==> src/hdl/bus_pkg.sv <==
package bus_pkg;

    // byte address on the CPU data bus
    typedef logic [31:0] addr_t;

    // read or write data word
    typedef logic [31:0] data_t;

    // one enable per byte lane, lane 0 is bits 7:0
    typedef logic [3:0] byte_en_t;

    // master request, held stable by the CPU while stall is high
    typedef struct packed {
        addr_t    addr;
        data_t    wrdata;
        byte_en_t byteenable;
        logic     read;
        logic     write;
    } bus_req_t;

    // address bits 31:12 of the GPIO window
    localparam logic [19:0] GPIO_BASE = 20'hbfd01;

    // returned for reads that hit no bank
    localparam data_t UNMAPPED_DATA = '0;

endpackage
==> src/hdl/gpio_pkg.sv <==
package gpio_pkg;

    import bus_pkg::*;

    // a bank is always exactly one data word wide, since writes go per byte lane
    typedef logic [$bits(data_t)-1:0] pin_t;

    // bank index field, address bits 11:4
    typedef logic [7:0] bank_idx_t;

    // register select by word offset, address bits 3:2
    typedef enum logic [1:0] {
        REG_OUT  = 2'd0,
        REG_DIR  = 2'd1,
        REG_IN   = 2'd2,
        REG_EDGE = 2'd3
    } gpio_reg_e;

    // decoded request for one bank, rd and wr are single-cycle pulses
    typedef struct packed {
        gpio_reg_e reg_sel;
        data_t     wrdata;
        byte_en_t  byteenable;
        logic      rd;
        logic      wr;
    } bank_req_t;

endpackage

==> src/hdl/gpio_subsys_top.sv <==
`timescale 1ns/1ps

module gpio_subsys_top
    import bus_pkg::*;
    import gpio_pkg::*;
#(
    parameter int unsigned NUM_BANKS = 4
) (
    input  logic                 clk,
    input  logic                 reset_i,
    input  bus_req_t             dbus_req_i,
    output data_t                dbus_rddata_o,
    output logic                 dbus_stall_o,
    input  pin_t                 gpio_pins_i [NUM_BANKS],
    output pin_t                 gpio_pins_o [NUM_BANKS],
    output pin_t                 gpio_oe_o [NUM_BANKS],
    output logic [NUM_BANKS-1:0] irq_o
);

    bank_req_t            bank_req [NUM_BANKS];
    data_t                bank_rddata [NUM_BANKS];
    logic [NUM_BANKS-1:0] bank_irq;
    logic                 rd_pending;
    bank_idx_t            rd_bank;
    logic                 rd_hit;

    dbus_decode #(
        .NUM_BANKS(NUM_BANKS)
    ) decode_inst (
        .clk         (clk),
        .reset_i     (reset_i),
        .req_i       (dbus_req_i),
        .stall_o     (dbus_stall_o),
        .bank_req_o  (bank_req),
        .rd_pending_o(rd_pending),
        .rd_bank_o   (rd_bank),
        .rd_hit_o    (rd_hit)
    );

    for (genvar i = 0; i < NUM_BANKS; i++) begin : g_bank
        gpio_bank bank_inst (
            .clk     (clk),
            .reset_i (reset_i),
            .req_i   (bank_req[i]),
            .rddata_o(bank_rddata[i]),
            .irq_o   (bank_irq[i]),
            .pins_i  (gpio_pins_i[i]),
            .pins_o  (gpio_pins_o[i]),
            .oe_o    (gpio_oe_o[i])
        );
    end

    dbus_return #(
        .NUM_BANKS(NUM_BANKS)
    ) return_inst (
        .clk          (clk),
        .reset_i      (reset_i),
        .rd_pending_i (rd_pending),
        .rd_bank_i    (rd_bank),
        .rd_hit_i     (rd_hit),
        .bank_rddata_i(bank_rddata),
        .bank_irq_i   (bank_irq),
        .rddata_o     (dbus_rddata_o),
        .irq_o        (irq_o)
    );

endmodule

==> src/hdl/dbus_return.sv <==
`timescale 1ns/1ps

module dbus_return
    import bus_pkg::*;
    import gpio_pkg::*;
#(
    parameter int unsigned NUM_BANKS = 4
) (
    input  logic                 clk,
    input  logic                 reset_i,
    input  logic                 rd_pending_i,
    input  bank_idx_t            rd_bank_i,
    input  logic                 rd_hit_i,
    input  data_t                bank_rddata_i [NUM_BANKS],
    input  logic [NUM_BANKS-1:0] bank_irq_i,
    output data_t                rddata_o,
    output logic [NUM_BANKS-1:0] irq_o
);

    bank_idx_t bank_q;
    logic      hit_q;

    // remember which bank answers the read in flight
    always_ff @(posedge clk) begin
        if (reset_i) begin
            bank_q <= '0;
            hit_q  <= 1'b0;
        end else if (rd_pending_i) begin
            bank_q <= rd_bank_i;
            hit_q  <= rd_hit_i;
        end
    end

    // bank data is registered at the same edge, so the mux is valid in DONE
    always_comb begin
        rddata_o = UNMAPPED_DATA;
        for (int i = 0; i < NUM_BANKS; i++) begin
            if (hit_q && (bank_q == i)) begin
                rddata_o = bank_rddata_i[i];
            end
        end
    end

    always_ff @(posedge clk) begin
        if (reset_i) begin
            irq_o <= '0;
        end else begin
            irq_o <= bank_irq_i;
        end
    end

    // decoder only flags a hit inside the bank range
    assert property (@(posedge clk) disable iff (reset_i) rd_hit_i |-> (rd_bank_i < NUM_BANKS))
        else $error("dbus_return: hit on bank %0d out of range", rd_bank_i);

endmodule

==> src/hdl/gpio_bank.sv <==
`timescale 1ns/1ps

module gpio_bank
    import bus_pkg::*;
    import gpio_pkg::*;
(
    input  logic      clk,
    input  logic      reset_i,
    input  bank_req_t req_i,
    output data_t     rddata_o,
    output logic      irq_o,
    input  pin_t      pins_i,
    output pin_t      pins_o,
    output pin_t      oe_o
);

    pin_t  out_q;
    pin_t  dir_q;
    pin_t  meta_q;
    pin_t  in_q;
    pin_t  in_prev_q;
    pin_t  edge_q;
    pin_t  rise;
    pin_t  edge_clr;
    data_t lane_mask;
    logic  wr_out;
    logic  wr_dir;
    logic  wr_edge;

    // expand byte enables into a bit mask
    for (genvar b = 0; b < $bits(byte_en_t); b++) begin : g_lane
        assign lane_mask[8*b +: 8] = {8{req_i.byteenable[b]}};
    end

    assign wr_out  = req_i.wr && (req_i.reg_sel == REG_OUT);
    assign wr_dir  = req_i.wr && (req_i.reg_sel == REG_DIR);
    assign wr_edge = req_i.wr && (req_i.reg_sel == REG_EDGE);

    // write-one-to-clear on the edge register
    assign edge_clr = wr_edge ? (req_i.wrdata & lane_mask) : '0;

    // only pins configured as inputs can capture
    assign rise = in_q & ~in_prev_q & ~dir_q;

    always_ff @(posedge clk) begin
        if (reset_i) begin
            out_q <= '0;
            dir_q <= '0;
        end else begin
            if (wr_out) begin
                out_q <= (out_q & ~lane_mask) | (req_i.wrdata & lane_mask);
            end
            if (wr_dir) begin
                dir_q <= (dir_q & ~lane_mask) | (req_i.wrdata & lane_mask);
            end
        end
    end

    // two-flop synchronizer, in_q is the IN register
    always_ff @(posedge clk) begin
        if (reset_i) begin
            meta_q    <= '0;
            in_q      <= '0;
            in_prev_q <= '0;
        end else begin
            meta_q    <= pins_i;
            in_q      <= meta_q;
            in_prev_q <= in_q;
        end
    end

    // a new edge wins over a clear of the same bit
    always_ff @(posedge clk) begin
        if (reset_i) begin
            edge_q <= '0;
        end else begin
            edge_q <= (edge_q & ~edge_clr) | rise;
        end
    end

    always_ff @(posedge clk) begin
        if (req_i.rd) begin
            case (req_i.reg_sel)
                REG_OUT:  rddata_o <= out_q;
                REG_DIR:  rddata_o <= dir_q;
                REG_IN:   rddata_o <= in_q;
                REG_EDGE: rddata_o <= edge_q;
                default:  rddata_o <= UNMAPPED_DATA;
            endcase
        end
    end

    assign irq_o  = |edge_q;
    assign pins_o = out_q;
    assign oe_o   = dir_q;

    // decoder gives a bank one access per cycle
    assert property (@(posedge clk) disable iff (reset_i) !(req_i.rd && req_i.wr))
        else $error("gpio_bank: rd and wr in the same cycle");

endmodule

==> src/hdl/dbus_decode.sv <==
`timescale 1ns/1ps

module dbus_decode
    import bus_pkg::*;
    import gpio_pkg::*;
#(
    parameter int unsigned NUM_BANKS = 4
) (
    input  logic      clk,
    input  logic      reset_i,
    input  bus_req_t  req_i,
    output logic      stall_o,
    output bank_req_t bank_req_o [NUM_BANKS],
    output logic      rd_pending_o,
    output bank_idx_t rd_bank_o,
    output logic      rd_hit_o
);

    typedef enum logic {
        IDLE,
        DONE
    } state_e;

    state_e               state_q;
    state_e               state_d;
    bank_idx_t            bank_sel;
    logic                 base_match;
    logic                 hit;
    logic                 issue_rd;
    logic                 issue_wr;
    logic [NUM_BANKS-1:0] rd_vec;
    logic [NUM_BANKS-1:0] wr_vec;

    // the bank field is 8 bits wide but the subsystem supports at most 16 banks
    if (NUM_BANKS < 1 || NUM_BANKS > 16) begin : g_range_check
        $error("dbus_decode: NUM_BANKS must be 1 to 16");
    end

    assign bank_sel   = req_i.addr[11:4];
    assign base_match = (req_i.addr[31:12] == GPIO_BASE);
    assign hit        = base_match && (bank_sel < NUM_BANKS);

    // a read is issued once from IDLE and its data is valid in DONE
    assign issue_rd = (state_q == IDLE) && req_i.read;
    assign issue_wr = (state_q == IDLE) && req_i.write;

    assign stall_o      = issue_rd;
    assign rd_pending_o = issue_rd;
    assign rd_bank_o    = bank_sel;
    assign rd_hit_o     = hit;

    always_comb begin
        state_d = state_q;
        case (state_q)
            IDLE: begin
                if (req_i.read) begin
                    state_d = DONE;
                end
            end
            DONE:    state_d = IDLE;
            default: state_d = IDLE;
        endcase
    end

    always_ff @(posedge clk) begin
        if (reset_i) begin
            state_q <= IDLE;
        end else begin
            state_q <= state_d;
        end
    end

    for (genvar i = 0; i < NUM_BANKS; i++) begin : g_strobe
        assign rd_vec[i] = issue_rd && hit && (bank_sel == i);
        assign wr_vec[i] = issue_wr && hit && (bank_sel == i);
        assign bank_req_o[i] = '{reg_sel:    gpio_reg_e'(req_i.addr[3:2]),
                                 wrdata:     req_i.wrdata,
                                 byteenable: req_i.byteenable,
                                 rd:         rd_vec[i],
                                 wr:         wr_vec[i]};
    end

    // CPU side never drives both strobes
    assert property (@(posedge clk) disable iff (reset_i) !(req_i.read && req_i.write))
        else $error("dbus_decode: read and write high together");

    assert property (@(posedge clk) disable iff (reset_i) $onehot0({rd_vec, wr_vec}))
        else $error("dbus_decode: more than one bank strobe");

endmodule

==> config.mk <==
export PLATFORM = sky130hd
export DESIGN_NAME = gpio_subsys_top
export DESIGN_NICKNAME = d
export VERILOG_FILES = /design/src/hdl/bus_pkg.sv /design/src/hdl/gpio_pkg.sv /design/src/hdl/gpio_subsys_top.sv /design/src/hdl/dbus_return.sv /design/src/hdl/gpio_bank.sv /design/src/hdl/dbus_decode.sv
export SDC_FILE = /design/constraint.sdc
export NUM_CORES = 2
export LEC_CHECK = 0
export BUFFER_PORTS_ARGS = -buffer_cell sky130_fd_sc_hd__buf_2
export CAP_MARGIN = 25
export CELL_PAD_IN_SITES_DETAIL_PLACEMENT = 0
export CELL_PAD_IN_SITES_GLOBAL_PLACEMENT = 1
export CORE_MARGIN = 2
export CORE_UTILIZATION = 36
export CTS_CLUSTER_SIZE = 16
export DETAILED_ROUTE_END_ITERATION = 10
export PLACE_DENSITY = 0.7
export SYNTH_ARGS = -nofsm -noshare
export SYNTH_HDL_FRONTEND = slang
export SYNTH_HIERARCHICAL = 1
export SYNTH_SLANG_ARGS = --single-unit
==> constraint.sdc <==
create_clock -name clk -period 6.3 [get_ports clk]
set_clock_uncertainty 0.15 [all_clocks]
set_input_delay 0.315 -clock clk [delete_from_list [all_inputs] [get_ports clk]]
set_output_delay 0.315 -clock clk [all_outputs]
set_load 0.01 [all_outputs]
* After elaboration in Yosys (flattened, before gate mapping) *
Index checks and enable logic that the tools add are counted.

storage, ports and cells
  bits in registers = 910
  logic and storage cells = 140
  output and inout port bits = 293
  input bits = 200

cells by class
  magnitude comparators = 1
  equality and inequality tests = 10
  reduce and logical (&&, ||, !) cells = 36
  bitwise logic cells = 47
  mux-type cells = 14

operators by type and width
  operator                                                               count
  32-bit AND                                                             21
  32-bit one-hot mux with 4 select lines                                 4
  32-bit NOT                                                             13
  32-bit OR                                                              12
  32-bit two-way mux                                                     8
  32-bit OR reduction                                                    4
  8-bit by 2-bit equality test with 1-bit output, second input constant  4
  1-bit logical AND                                                      29
  20-bit equality test, second input constant                            1
  8-bit by 1-bit equality test with 1-bit output, second input constant  2
  8-bit logical NOT                                                      2
  8-bit by 3-bit < comparator with 1-bit output, second input constant   1
  2-bit equality test, second input constant                             2
  2-bit by 1-bit equality test with 1-bit output, second input constant  1
  2-bit logical NOT                                                      1
  1-bit one-hot mux with 2 select lines                                  1
  1-bit two-way mux                                                      1
  1-bit NOT                                                              1

* Longest topological paths before layout *
  depth after elaboration = 9
  mapped depth = 8

* Cells and area by module *
Netlist, hierarchy kept.

modules (own cells, without submodules)
  module       area an instance (sq um)  times used  cells an instance
  gpio_bank    8186.6                    4           707
  dbus_decode  1463.9                    1           194
  dbus_return  1450.1                    1           117

* Worst setup path before layout *
OpenSTA, ideal clock, no wires.

  path type = input to register
  from = input port dbus_req_i[54] (netlist bit)
  to = register g_bank[0].bank_inst.rddata_o[0], enable pin
  path slack = 1.665 ns
  data required time = 5.649 ns
  data arrival time = 3.983 ns
  buffers on the path = 0
  stages = 3
  path through = nor4b_4 > nand4_4 > nor4_1

RTL lines
  what                    line                   text
  start: declaration      gpio_subsys_top.sv:11  input bus_req_t dbus_req_i,
  end signal: assignment  gpio_bank.sv:84        REG_OUT: rddata_o <= out_q;
  end signal: assignment  gpio_bank.sv:85        REG_DIR: rddata_o <= dir_q;
  end signal: assignment  gpio_bank.sv:86        REG_IN: rddata_o <= in_q;
  end: declaration        gpio_bank.sv:10        output data_t rddata_o,

* Final worst setup path *
  from = register return_inst.bank_q[0]
  to = output port dbus_rddata_o[31]

on the way
  word-level cells in the longest chain between the ends = 6

ends and longest elaborated chain
  what                             line                   text
  start: declaration               dbus_return.sv:20      bank_idx_t bank_q;
  start signal: assignment         dbus_return.sv:29      bank_q <= rd_bank_i;
  8-bit logical NOT                dbus_return.sv:38      if (hit_q && (bank_q == i)) begin
  1-bit logical AND                dbus_return.sv:38
  32-bit two-way mux (3 in a row)  dbus_return.sv:38
  32-bit two-way mux (*)           dbus_return.sv:38
  end: declaration                 gpio_subsys_top.sv:12  output data_t dbus_rddata_o,

Mark *: on every way between the ends. The rest lies on a longest branch, timed or not.

==> flow_metrics.py <==
metrics = {
    "run_status": {
        "status": "finished clean",
    },
    "setup_path": {
        "worst_path_dominant_cell_family": "multiplexers",
        "critical-path-max-stage-delay_ns": 0.73,
        "worst-path-stages": 4,
        "critical_path_class": "register to primary output",
        "crit_buf_inv": 2,
        "end_kind": "primary output",
        "crit_required_ns": 5.83,
        "critPathLaunch": "return_inst/bank_q[0]",
        "r2r_start": "decode_inst/state_q",
        "cp_max_fo": 22,
        "cp.arrival_ns": 2.82,
        "slowest_stage": "mux4_1",
        "rr_worst_depth": 7,
        "worstPathCellList": "buf_4, mux4_1, and3_1, buf_2",
        "crit_path_start_kind": "register",
    },
    "floorplan": {
        "coreArea_mm2": 0.09828,
        "die_w_um": 318.7,
        "row_count": 115,
        "io_pins": 493,
        "start_util": 0.3629,
        "die_h_um": 318.7,
        "die_area_mm2": 0.1016,
    },
    "drt": {
        "drt-total-wl_um": 124600,
        "wire_per_inst_um": 25.08,
        "drc_errors": 0,
        "vias_per_cell": 4.997,
        "vias": 24821,
        "drt_iter0_markers": 2074,
        "dr.pass1.iters": 5,
        "route.antenna.remaining_nets": 0,
    },
    "yosys": {
        "yosys.area.top_type": "dfxtp_1",
        "synth_top_area_frac": 0.4390,
        "netlist_instances": 3139,
        "syn_nets": 3339,
        "ys_ff_latch": 910,
        "syn_avg_cell_area_um2": 11.36,
        "syn_area_mm2": 0.03566,
        "ys_types": 36,
        "synthTopCellsByArea": "dfxtp_1 44%, edfxtp_1 11%, mux4_2 9.9%, nor2b_1 6.9%, mux2i_1 3.8%",
        "synth.yosys.seq_area_share": 0.5468,
        "yosys_warnings": 6,
    },
    "cts": {
        "clock_latency_ns": 0.68,
        "clkSinkCount": 910,
        "cts_tree": "done",
        "post_cts_resized": 0,
        "cts_max_level": 3,
        "clkTransAtPathRegs_ns": 0.06,
        "post_cts_buffers": 0,
        "clk_path_buf_depth": 3,
        "root_buffer": "clkbuf_16",
        "cts_buffers": 102,
    },
    "placed_design": {
        "dp_hpwl_um": 86990,
        "dpl_worst_slack_ns": 3.141,
        "dpl-instance-area_mm2": 0.03774,
        "gp_congestion": 0.8794,
        "io_buffers": 490,
    },
    "final_layout": {
        "final_cell_mix": "780 x dfxtp_1, 487 x buf_2, 393 x nor2b_1, 263 x nand2_1, 256 x a21oi_1",
        "layout_commonest_cell": "dfxtp_1",
        "syn_to_final_growth_pct": 20.61,
        "n_fill_cell": 9305,
        "multiInputGateArea_mm2": 0.01342,
        "drive_gt1_frac": 0.2765,
        "fin_area_mm2": 0.04301,
        "seqCellArea_mm2": 0.01950,
        "fin_nets": 3787,
    },
    "power": {
        "p_total_mw": 13.13,
        "p_leak_nw": 17.22,
        "vdd_drop_max_uv": 209.0,
        "powerDensity_mw_per_mm2": 305.3,
    },
    "timing": {
        "tightestPinTransition_ns": 0.9424,
        "tns_ns": 0,
        "relSlewSlack": 0.3717,
        "hold-worst-slack_ns": 0.04819,
        "hold_viol_final": 0,
        "post-route-period-util": 0.5206,
        "slew_viol_final": 0,
        "min_period_ns": 3.280,
        "fmax_mhz": 304.9,
        "rsz0062_at_grt": "no",
        "setup-violations-final": 0,
        "setup_slack_ns": 3.020,
    },
    "hold_path": {
        "worst_hold_path.num_cells": 3,
        "min_path_type": "input pin to register",
        "min-delay-start": "dbus_req_i[10]",
    },
    "global_routing": {
        "grt_use_total": 0.2389,
        "antenna_found_initial": 24,
        "grt_pass1_wl_um": 172900,
        "grt_pass1_vias": 23761,
        "gr-total-overflow": 0,
        "grt_max_degree": 180,
    },
    "flow_run": {
        "cap_violations": 0,
    },
}
-- report_power, final --
group	total [mW]	switching [mW]	internal [mW]
Sequential	6.11	0.0808	6.03
Clock	6.23	2.48	3.75
Combinational	0.800	0.452	0.347
-- synth_stat cells --
cell type,n
dfxtp_1,782
nor2b_1,393
nand2_1,263
a21oi_1,256
buf_4,177
mux4_2,157
nor2_1,138
mux2i_1,137
edfxtp_1,128
inv_1,128
o21ai_0,128
or3b_2,128
clkbuf_1,71
buf_6,48
nor4_1,41
and3_1,32
nand4_1,24
and4b_1,16
buf_2,16
nand4b_2,16
buf_1,13
clkbuf_2,12
and4bb_1,8
and4bb_2,8
or2_2,4
mux4_1,3
nand3_1,2
nor4b_1,2
and2b_1,1
and4_1,1
nand4_4,1
nand4b_1,1
nor3_1,1
nor3b_1,1
nor4_4,1
nor4b_4,1
-- final timing paths --
| check | slack [ns] | endpoint |
|---|---|---|
| worst max-delay path | 3.02 | dbus_rddata_o[31] |
| worst min register to register | 0.28 | g_bank[0].bank_inst/in_q[25] |
| worst max register to register | 3.69 | register |
| worst min-delay path | 0.05 | register |
-- cell families (layout without fill, tap and decap cells) --
kind of cell | count (synthesis) | after routing | share of synthesized area
compound gates | 384 | 384 | 0.05389
buf+inv | 465 | 1001 | 0.07866
flops | 910 | 910 | 0.5468
mux | 297 | 297 | 0.1398
other cells | 0 | 5 | 0
simple gates | 1083 | 1083 | 0.1808
-- worst register-to-register path: stages, from the launching register on --
cell and delay [ns]:
dfxtp_1 0.32, nor2b_1 0.35, nand2_1 0.11, nor4_2 0.19, buf_4 0.35, and4bb_1 0.68
mux2i_1 0.25, nor2_1 0.06
-- layout make-up --
cell class	count	share of cell area
flip-flops and latches	910	0.4534
diodes	5	0.0002909
clock inverters	50	0.01391
repair buffers	681	0.1029
multi-input cells	1764	0.3120
clock buffers	142	0.06895
inverters	128	0.01117
well taps	1287	0.03744
-- per-layer routing --
metal	vias up	GRT usage	routed length, um
met5	-	0	62
met4	8	0.08489	4697
met3	185	0.07373	10750
met2	834	0.3859	57980
met1	12201	0.3012	51060
li1	11593	-	-
-- repair_timing --
action / CTS / global route
setup endpoints to repair: 0 / 0
hold buffers: 168 / 0
hold endpoints to repair: 233 / 0
-- stage by stage --
stage            util  cells
3_3_place_gp   0.3840   4601
6_report       0.4376   4967
3_5_place_dp   0.3840   4601
5_1_grt        0.4375   4962
2_1_floorplan       -   3139
4_1_cts        0.4374   4961
(Power assumes the default switching activity.)
